===== config.mk =====
export PLATFORM = sky130hd
export DESIGN_NAME = display_timings
export DESIGN_NICKNAME = d
export VERILOG_FILES = /design/src/fb_pkg.sv /design/src/display_timings.sv
export VERILOG_INCLUDE_DIRS = /design/src
export SDC_FILE = /design/constraint.sdc
export NUM_CORES = 1
export LEC_CHECK = 0
export BUFFER_PORTS_ARGS = -buffer_cell sky130_fd_sc_hd__buf_2
export CORE_MARGIN = 4
export CORE_UTILIZATION = 60
export CTS_CLUSTER_DIAMETER = 120
export DETAILED_ROUTE_END_ITERATION = 8
export PLACE_DENSITY_LB_ADDON = 0.12
export REMOVE_ABC_BUFFERS = 1
export SLEW_MARGIN = 10
export SYNTH_ARGS = -nofsm -noshare
export SYNTH_HDL_FRONTEND = slang
export SYNTH_SLANG_ARGS = --single-unit

===== constraint.sdc =====
create_clock -name clk_pix -period 5.85 [get_ports clk_pix]
set_clock_uncertainty 0.1 [all_clocks]
set_input_delay 0.2925 -clock clk_pix [delete_from_list [all_inputs] [get_ports clk_pix]]
set_output_delay 0.2925 -clock clk_pix [all_outputs]
set_load 0.05 [all_outputs]

===== src/fb_defs.svh =====
// ================================================
// display timing, framebuffer geometry and the
// bus widths shared by the display RTL
// ================================================

`ifndef FB_DEFS_SVH
`define FB_DEFS_SVH

// visible area
`define FB_H_RES 640
`define FB_V_RES 480

// horizontal porches and sync, 800 clocks per line
`define FB_H_FP 16
`define FB_H_SYNC 96
`define FB_H_BP 48

// vertical porches and sync, 525 lines per frame
`define FB_V_FP 10
`define FB_V_SYNC 2
`define FB_V_BP 33

`define FB_CORDW 16       // signed screen coordinate width

// framebuffer, 1 bit per pixel
`define FB_WIDTH 160
`define FB_HEIGHT 120
`define FB_PIXELS 19200
`define FB_ADDRW 15

`define FB_COLRW 12       // 4 bits per channel
`define FB_CFG_ADDRW 2

`endif


===== src/fb_pkg.sv =====
// ================================================
// shared structs and enums for the framebuffer
// display: position, syncs, writes, colours, FSM
// ================================================

`default_nettype none

`include "fb_defs.svh"

package fb_pkg;

    // current beam position, signed as in the timing generator
    typedef struct packed {
        logic signed [`FB_CORDW-1:0] sx;
        logic signed [`FB_CORDW-1:0] sy;
    } screen_pos_t;

    typedef struct packed {
        logic hsync;    // active low
        logic vsync;    // active low
        logic de;       // visible area
        logic frame;    // start of vertical blanking
        logic line;     // start of every line
    } sync_t;

    // one framebuffer write
    typedef struct packed {
        logic                 we;
        logic [`FB_ADDRW-1:0] addr;
        logic                 colr;
    } fb_wr_t;

    typedef struct packed {
        logic [`FB_COLRW-1:0] fg;   // set pixels
        logic [`FB_COLRW-1:0] bg;   // clear pixels
    } colour_cfg_t;

    typedef enum logic {
        CMD_CLEAR = 1'b0,
        CMD_BOX   = 1'b1
    } draw_cmd_e;

    typedef enum logic [2:0] {
        IDLE,
        CLEAR,
        TOP,
        RIGHT,
        LEFT,
        BOTTOM
    } draw_state_e;

    typedef enum logic [`FB_CFG_ADDRW-1:0] {
        REG_FG  = 2'd0,
        REG_BG  = 2'd1,
        REG_CMD = 2'd2
    } cfg_reg_e;

endpackage

`default_nettype wire


===== src/display_timings.sv =====
// ================================================
// 640x480 timing generator: beam position, syncs,
// data enable, frame and line pulses
// ================================================

`default_nettype none
`timescale 1ns/1ps

`include "fb_defs.svh"

module display_timings (
    input  wire logic         clk_pix,
    input  wire logic         rst_n,
    output fb_pkg::screen_pos_t pos,
    output fb_pkg::sync_t       sync
);

    localparam int HS_STA = `FB_H_RES + `FB_H_FP;   // 656
    localparam int HS_END = HS_STA + `FB_H_SYNC;    // 752, first clock after sync
    localparam int H_LAST = HS_END + `FB_H_BP - 1;  // 799
    localparam int VS_STA = `FB_V_RES + `FB_V_FP;   // 490
    localparam int VS_END = VS_STA + `FB_V_SYNC;
    localparam int V_LAST = VS_END + `FB_V_BP - 1;  // 524

    logic signed [`FB_CORDW-1:0] nxt_sx;
    logic signed [`FB_CORDW-1:0] nxt_sy;

    // next position, so the sync flags can be registered alongside it
    always_comb begin
        if (pos.sx == H_LAST) begin
            nxt_sx = '0;
            nxt_sy = (pos.sy == V_LAST) ? '0 : pos.sy + 1'b1;
        end else begin
            nxt_sx = pos.sx + 1'b1;
            nxt_sy = pos.sy;
        end
    end

    always_ff @(posedge clk_pix or negedge rst_n) begin
        if (!rst_n) begin
            pos  <= '0;
            sync <= '0;   // syncs go high on the first step
        end else begin
            pos.sx     <= nxt_sx;
            pos.sy     <= nxt_sy;
            sync.hsync <= ~(nxt_sx >= HS_STA && nxt_sx < HS_END);
            sync.vsync <= ~(nxt_sy >= VS_STA && nxt_sy < VS_END);
            sync.de    <= (nxt_sx >= 0 && nxt_sx < `FB_H_RES &&
                           nxt_sy >= 0 && nxt_sy < `FB_V_RES);
            sync.frame <= (nxt_sx == 0 && nxt_sy == `FB_V_RES);  // blanking starts
            sync.line  <= (nxt_sx == 0);
        end
    end

endmodule

`default_nettype wire


* After elaboration in Yosys (flattened, before gate mapping)
Cells that the tools add are included.
** Storage, ports and cells
- Logic and storage cells :: 32
- Memories :: 0
- Output and inout bits :: 37
- Memory bits (writable) :: 0
- Input bits :: 2
- Bits in read-only memories :: 0
- Flip-flop bits (word level) :: 37
- Bits in latches :: 0
** Operators by class
- Equality and inequality tests :: 3
- Mux-type cells :: 3
- $lt $le $gt $ge :: 8
- Div/mod/pow operators :: 0
- Shift operators :: 0
- Multiply operators :: 0
- Bitwise logic cells :: 2
- Reduce and logical (&&, ||, !) cells :: 7
- $add $sub $neg :: 2
** Operators by type and width (number)
- two-way mux 16 bit :: 3
- adder 16 x 1 -> 16 bit (second input constant) :: 2
- == test 16 x 11 -> 1 bit (second input constant) :: 2
- greater-or-equal comparator 16 x 1 -> 1 bit (second input constant) :: 2
- zero test 32 bit :: 1
- < comparator 16 x 10 -> 1 bit (second input constant) :: 2
- < comparator 16 x 11 -> 1 bit (second input constant) :: 2
- == test 16 x 10 -> 1 bit (second input constant) :: 1
- greater-or-equal comparator 16 x 10 -> 1 bit (second input constant) :: 1
- greater-or-equal comparator 16 x 11 -> 1 bit (second input constant) :: 1
- logical AND 1 bit :: 6
- inverter 1 bit :: 2

* Depth between registers and ports, before layout
Gate-level depths: netlist of the first run.
- Depth in word-level cells :: 6
- Depth in mapped cells :: 9
- Mapped depth without buffers :: 8

* Worst setup path after synthesis of the first run
Ideal clock, no wire load.
- Path type :: register to register
- From :: reg pos[16] (netlist name)
- To :: reg sync[1] (netlist name)
- Required time :: 5.682 ns
- Stages on the path, launching flop included :: 9
- Path slack :: 2.558 ns
- Arrival time :: 3.124 ns
- Path buffers :: 1
- Setup time :: 0.068 ns
- Clock period less this slack :: 3.292 ns
- Path through :: dfrtp_1 -> ha_1 -> nand4_1 -> or4_1 -> buf_2 -> or4_4 -> a22oi_2 -> and4b_1 -> and4bb_1
** On the way
- Cells in the longest elaborated chain, start to end :: 4
- Elaborated cells between the ends (all ways) :: 7
- Those cells by class :: add/sub (1); eq/ne (2); mux (2); reduce/logical (2)
** Ends and longest elaborated chain
- start: declaration :: RTL line display_timings.sv:14 : output fb_pkg::screen_pos_t pos,
- adder 16 x 1 -> 16 bit / == test 16 x 11 -> 1 bit (equally long branches) :: RTL line display_timings.sv:34, display_timings.sv:30
- two-way mux 16 bit :: RTL line display_timings.sv:30 : if (pos.sx == H_LAST) begin
- zero test 32 bit / == test 16 x 10 -> 1 bit (equally long branches)
- logical AND 1 bit (no line) *
- end: declaration :: RTL line display_timings.sv:15 : output fb_pkg::sync_t sync
Mark *: on every way between the ends. The rest lies on a longest branch, timed or not.

* Worst setup path after layout of the first run
- From :: reg pos[16] (netlist name)
- To :: reg sync[4] (netlist name)
** On the way
- Cells in the longest elaborated chain, start to end :: 5
- Elaborated cells between the ends (all ways) :: 7
- Those cells by class :: add/sub (1); order compare (2); eq/ne (1); mux (1); bitwise (1); reduce/logical (1)
** Ends and longest elaborated chain
- adder 16 x 1 -> 16 bit / == test 16 x 11 -> 1 bit (equally long branches) :: RTL line display_timings.sv:34, display_timings.sv:30
- two-way mux 16 bit * :: RTL line display_timings.sv:30
- greater-or-equal comparator 16 x 11 -> 1 bit / < comparator 16 x 11 -> 1 bit (equally long branches) :: RTL line display_timings.sv:46 : sync.hsync <= ~(nxt_sx >= HS_STA && nxt_sx < HS_END);
- logical AND 1 bit * :: RTL line display_timings.sv:46
- inverter 1 bit * :: RTL line display_timings.sv:46
Marks and branches as above.

==> results of run 1 <==
==> cell usage after synthesis (5+ instances only) <==
cell type | count | area, µm²
nor3_1 | 9 | 45.0
nor4_1 | 7 | 43.8
nor2_1 | 10 | 37.5
o21ai_0 | 9 | 45.0
nand4_1 | 14 | 87.6
inv_1 | 11 | 41.3
xnor2_1 | 13 | 114
dfrtp_1 | 37 | 926
nand3_1 | 12 | 60.1
nand2_1 | 19 | 71.3
xor2_1 | 6 | 52.6
o31ai_1 | 5 | 37.5
==> stage by stage <==
step                util, %  total power [mW]  hold slack, ps
floorplan                 -             0.261            -103
global placement       66.0             0.266             326
detailed placement     66.0             0.266             334
CTS                    68.6             0.451            9.71
global route           68.6             0.469            38.9
finish                 68.6             0.446           -13.1
==> kinds of logic (layout without fill, tap and decap cells) <==
logic type	Yosys count	in the layout	share of synthesized area, %
AND/OR/NAND/NOR	117	117	31.7
buffers and inverters	23	57	6.90
flip-flops	37	37	40.2
AO/OA/AOI/OAI	38	38	11.3
XOR/XNOR	19	19	7.23
adder cells (fa/ha/maj)	4	4	2.17
multiplexers	1	1	0.435
==> final timing paths <==
path,end,slack [ps],cells past startpoint
setup reg to reg,sync[4],2480,7
hold reg to reg,pos[15],480,1
hold / removal,pos[5],-10,1
setup / recovery,sync[4],2480,7
min in group clk_pix,pos[15],480,1
max in group asynchronous,pos[15],5140,1
==> where the power goes <==
group	total, mW	switching, mW	internal (mW)
clock	0.185	0.0898	0.0954
combinational	0.00494	0.00470	0.000241
sequential	0.256	0	0.256
==> per-layer routing <==
metal	vias to the layer above	global-route usage, %
met1	982	32.1
met3	15	5.47
met5	-	0
li1	965	-
met2	70	38.0
met4	0	11.1
==> state kept, by name, indices dropped and copies added (netlist names) <==
register	cells
pos	32
sync	5
==> area by class of cell <==
type | count | area, µm²
well taps | 48 | 60.1
fillers | 325 | 1160
flip-flops and latches | 37 | 926
repair buffers | 38 | 190
clock buffers | 6 | 82.6
multi-input cells | 179 | 1220
inverters | 11 | 41.3
clock inverters | 2 | 13.8
==> flow_metrics.py, run 1 <==
metrics = {
    "clocking": {
        "cts_made_buffers": 5,
        "clkSinkCount": 37,
        "holdBufCountCts": 0,
        "postCtsSetupBuffers": 0,
        "cts_root_buffer": "clkbuf_8",
        "cts_resized": 0,
        "h-tree-depth": 2,
        "clock_latency_ps": 290,
        "clockBufferDepth": 2,
        "clk_pin_slew_ps": 70,
        "cts_tree": "built",
    },
    "worst_hold_path": {
        "hold_path_class": "in2async",
    },
    "logic_synthesis": {
        "syn-cell-area_um2": 2300,
        "synth_cell_types": 56,
        "ys_warn_count": 0,
        "syn_inst": 239,
        "synthArstFlopShare_pct": 100,
        "synth_seq_area_share_pct": 40.2,
        "avgSynthCellArea_um2": 9.63,
        "ys_seq_elements": 37,
        "ys.flop_type": "dfrtp_1",
        "synth_edf_count": 0,
    },
    "timing": {
        "layout_setup_ws_ps": 2480,
        "fin_hold_ws_ps": -13.1,
        "post-route-period-util_pct": 57.7,
        "setup_viol": 0,
        "slew-limit-headroom_pct": 46.2,
        "min_period_ps": 3370,
        "max_freq_ghz": 0.296,
        "hold_violations": 22,
        "slew_viol_final": 0,
        "tightestPinTransition_ps": 807,
        "setup_tns_ps": 0,
        "rsz0062_at_grt": "false",
    },
    "detailed_routing": {
        "drc": 0,
        "m1WireLength_um": 2310,
        "drt_iter0_markers": 251,
        "dr.pass1.iters": 4,
        "vias": 2032,
        "wl_met3_um": 356,
        "vias_per_cell": 6.33,
        "postRouteAntennaNets": 0,
        "drt-total-wl_um": 5550,
        "wl_per_cell_um": 17.3,
        "wl_met2_um": 2740,
        "top_layer": "met4",
    },
    "placement": {
        "gp_congestion": 0.908,
        "place_area_um2": 2430,
        "dp.cells": 313,
        "portBuffers": 38,
        "dp_worst_setup_slack_ps": 2510,
        "hpwlAfterDp_um": 4060,
    },
    "die": {
        "core.rowCount": 22,
        "die_y_um": 69.9,
        "fp.dieW_um": 69.9,
        "initial_utilization_pct": 62.4,
        "io_pins": 39,
        "core_um2": 3690,
        "dieArea_um2": 4890,
    },
    "layout": {
        "n_antenna_cell": 0,
        "areaGrowthSynthToFinish_pct": 9.95,
        "final_cell_mix": "38 x buf_2, 37 x dfrtp_1, 19 x nand2_1, 14 x nand4_1, 13 x xnor2_1",
        "final_common_cell": "buf_2",
        "final_net_count": 278,
        "finish.instance_area_um2": 2530,
        "final_cells": 321,
        "drive_gt1_share_pct": 22.3,
    },
    "status": {
        "outcome": "finished with violations",
        "violations": "hold timing",
    },
    "setup_path": {
        "worst_setup_path_start_kind": "register",
        "cp_slowest_stage_delay_ps": 740,
        "crit_start": "pos[16]",
        "end_kind": "register",
        "slowest_stage": "nor4_1",
        "cp_cell_sequence": "ha_1 -> nand4_1 -> nor4_1 -> or4bb_1 -> o311ai_0 -> nand4b_1 -> or3_1",
        "crit_arrival_ps": 3440,
        "rr_startpoint": "pos[16]",
        "critical_path_class": "reg2reg",
        "crit_buf_inv": 0,
        "cp_max_fo": 10,
        "cp_top_family": "simple AND/OR/NAND/NOR gates",
        "cp_data_required_time_ps": 5920,
    },
    "global_routing": {
        "grt_pass1_wl_um": 9620,
        "antenna_found_initial": 0,
        "groute.usage.overall_pct": 24.3,
        "grt_max_degree": 38,
        "gr-total-overflow": 0,
        "grt_pass1_vias": 1979,
    },
    "power_and_ir_drop": {
        "ir_drop_mv": 0.135,
        "p_leak_nw": 1.14,
        "powerDensity_nw_per_um2": 176,
    },
    "run": {
        "maxCapViolCount": 0,
    },
}
Note: power is estimated with default switching activity, not from simulation.
==> run 2: changes to the inputs <==
--- a/config.mk
+++ b/config.mk
@@ -8,7 +8,7 @@
 export LEC_CHECK = 0
 export BUFFER_PORTS_ARGS = -buffer_cell sky130_fd_sc_hd__buf_2
 export CORE_MARGIN = 4
-export CORE_UTILIZATION = 60
+export CORE_UTILIZATION = 51
 export CTS_CLUSTER_DIAMETER = 120
 export DETAILED_ROUTE_END_ITERATION = 8
 export PLACE_DENSITY_LB_ADDON = 0.12
==> constraint.sdc (replaced) <==
create_clock -name clk_pix -period 2.9 [get_ports clk_pix]
set_clock_uncertainty 0.1 [all_clocks]
set_input_delay 0.145 -clock clk_pix [delete_from_list [all_inputs] [get_ports clk_pix]]
set_output_delay 0.145 -clock clk_pix [all_outputs]
set_load 0.05 [all_outputs]
==> run 2 against run 1 <==
  * The flow now finishes without violations
  * Cell area is 11% higher
  * Register-to-register slack worse by 2400 ps
  * Wire length is 7.2% higher
==> flow_metrics.py, run 2 (same netlist as run 1, synthesis figures left out) <==
metrics = {
    "status": {
        "outcome": "complete, no violations",
    },
    "timing": {
        "fin_hold_ws_ps": 382,
        "post-route-period-util_pct": 97.3,
        "max_freq_ghz": 0.354,
        "tightestPinTransition_ps": 829,
        "setup_tns_ps": 0,
        "setup_viol": 0,
        "layout_setup_ws_ps": 78.1,
        "min_period_ps": 2820,
        "slew_viol_final": 0,
        "rsz0062_at_grt": "false",
        "slew-limit-headroom_pct": 44.7,
        "hold_violations": 0,
    },
    "clocking": {
        "cts_tree": "built",
        "h-tree-depth": 2,
        "cts_made_buffers": 5,
        "clock_latency_ps": 290,
        "clk_pin_slew_ps": 80,
        "cts_root_buffer": "clkbuf_8",
        "clockBufferDepth": 2,
        "clkSinkCount": 37,
    },
    "power_and_ir_drop": {
        "powerDensity_nw_per_um2": 355,
        "p_leak_nw": 1.29,
        "ir_drop_mv": 0.219,
    },
    "layout": {
        "final_cell_mix": "38 x buf_2, 37 x dfrtp_1, 26 x buf_4, 19 x nand2_1, 14 x nand4_1",
        "top_register": "pos",
        "fillers": 363,
        "final_common_cell": "buf_2",
        "areaGrowthSynthToFinish_pct": 21.6,
        "final_core_util_pct": 64.3,
        "final_cells": 352,
        "n_antenna_cell": 0,
        "top_regs": "pos (32), sync (5)",
        "largest_reg_flops": 32,
        "drive_gt1_share_pct": 30.7,
        "final_net_count": 305,
    },
    "global_routing": {
        "groute.usage.overall_pct": 22.8,
        "grt_max_degree": 38,
        "antenna_found_initial": 0,
        "gr-total-overflow": 0,
        "grt_pass1_wl_um": 9850,
        "grt_pass1_vias": 2123,
    },
    "placement": {
        "dp.cells": 343,
        "hpwlAfterDp_um": 4380,
        "dp_worst_setup_slack_ps": 11.5,
        "portBuffers": 38,
        "gp_congestion": 0.906,
    },
    "detailed_routing": {
        "vias_per_cell": 6.03,
        "vias": 2124,
        "dr.pass1.iters": 4,
        "drt_iter0_markers": 142,
        "drt-total-wl_um": 5940,
        "drc": 0,
        "wl_per_cell_um": 16.9,
        "postRouteAntennaNets": 0,
    },
    "die": {
        "dieArea_um2": 5650,
        "initial_utilization_pct": 52.9,
        "io_pins": 39,
        "core_um2": 4350,
        "die_y_um": 75.2,
        "core.rowCount": 24,
        "fp.dieW_um": 75.2,
    },
    "setup_path": {
        "crit_arrival_ps": 2950,
        "cp_max_fo": 4,
        "cp_data_required_time_ps": 3030,
        "end_kind": "register",
        "worst_setup_path_start_kind": "register",
        "critical_path_class": "reg2reg",
    },
    "run": {
        "maxCapViolCount": 0,
    },
    "worst_hold_path": {
        "hold_path_class": "in2async",
    },
}
[run 2: changes by cell type in the layout (fill, tap and decap cells not counted), sizes merged]
| cell | change |
|---|---|
| clkinv | -2 |
| dlygate4sd3 | +1 |
| buf | +26 |
| clkbuf | +1 |
| bufinv | +1 |
[run 2: repair_timing]
| item | in CTS | in global routing |
|---|---|---|
| resized for setup | 0 | 9 |
| hold buffers | 1 | 0 |
| setup endpoints to repair | 0 | 3 |
| setup buffers | 0 | 0 |
| hold endpoints to repair | 37 | 0 |
[run 2: layer usage]
metal	global-route usage [%]	routed length [µm]
met5	0	0
met4	11.1	157
met3	4.14	278
met2	38.6	2970
met1	28.1	2530
[run 2: metrics by stage]
stage,area [µm²],power [mW]
after floorplan,2180,0.526
after global placement,2640,0.537
after detailed placement,2640,0.537
after CTS,2760,1.00
after global routing,2800,1.03
final,2800,0.994
[run 2: area by class of cell]
class | instances | area (µm²) | area share [%]
flip-flops and latches | 37 | 926 | 33.1
well taps | 52 | 65.1 | 2.32
clock inverters | 1 | 30.0 | 1.07
repair buffers | 65 | 395 | 14.1
clock buffers | 7 | 86.3 | 3.08
multi-input cells | 179 | 1250 | 44.8
inverters | 11 | 41.3 | 1.48
[run 2: worst paths after layout]
path / start / end / slack (ps) / cells past startpoint
setup / recovery: pos[27] / sync[1] / 80 / 6
hold / removal: rst_n / pos[4] / 380 / 2
setup reg to reg: pos[27] / sync[1] / 80 / 6
hold reg to reg: pos[16] / pos[16] / 480 / 2
max in group asynchronous: rst_n / pos[30] / 1780 / 2
min in group clk_pix: pos[16] / pos[16] / 480 / 2
[run 2: power by group]
| group | internal [mW] | total (mW) | switching (mW) |
|---|---|---|---|
| sequential | 0.516 | 0.516 | 0 |
| clock | 0.281 | 0.467 | 0.187 |
| combinational | 0.00134 | 0.0112 | 0.00984 |
[run 2: critical path: stages (launching register included)]
cell      delay [ps]
dfrtp_1          410
or3_2            500
or4_4            540
or4_4            540
a22oi_2          210
and4b_1          260
and4bb_1         200
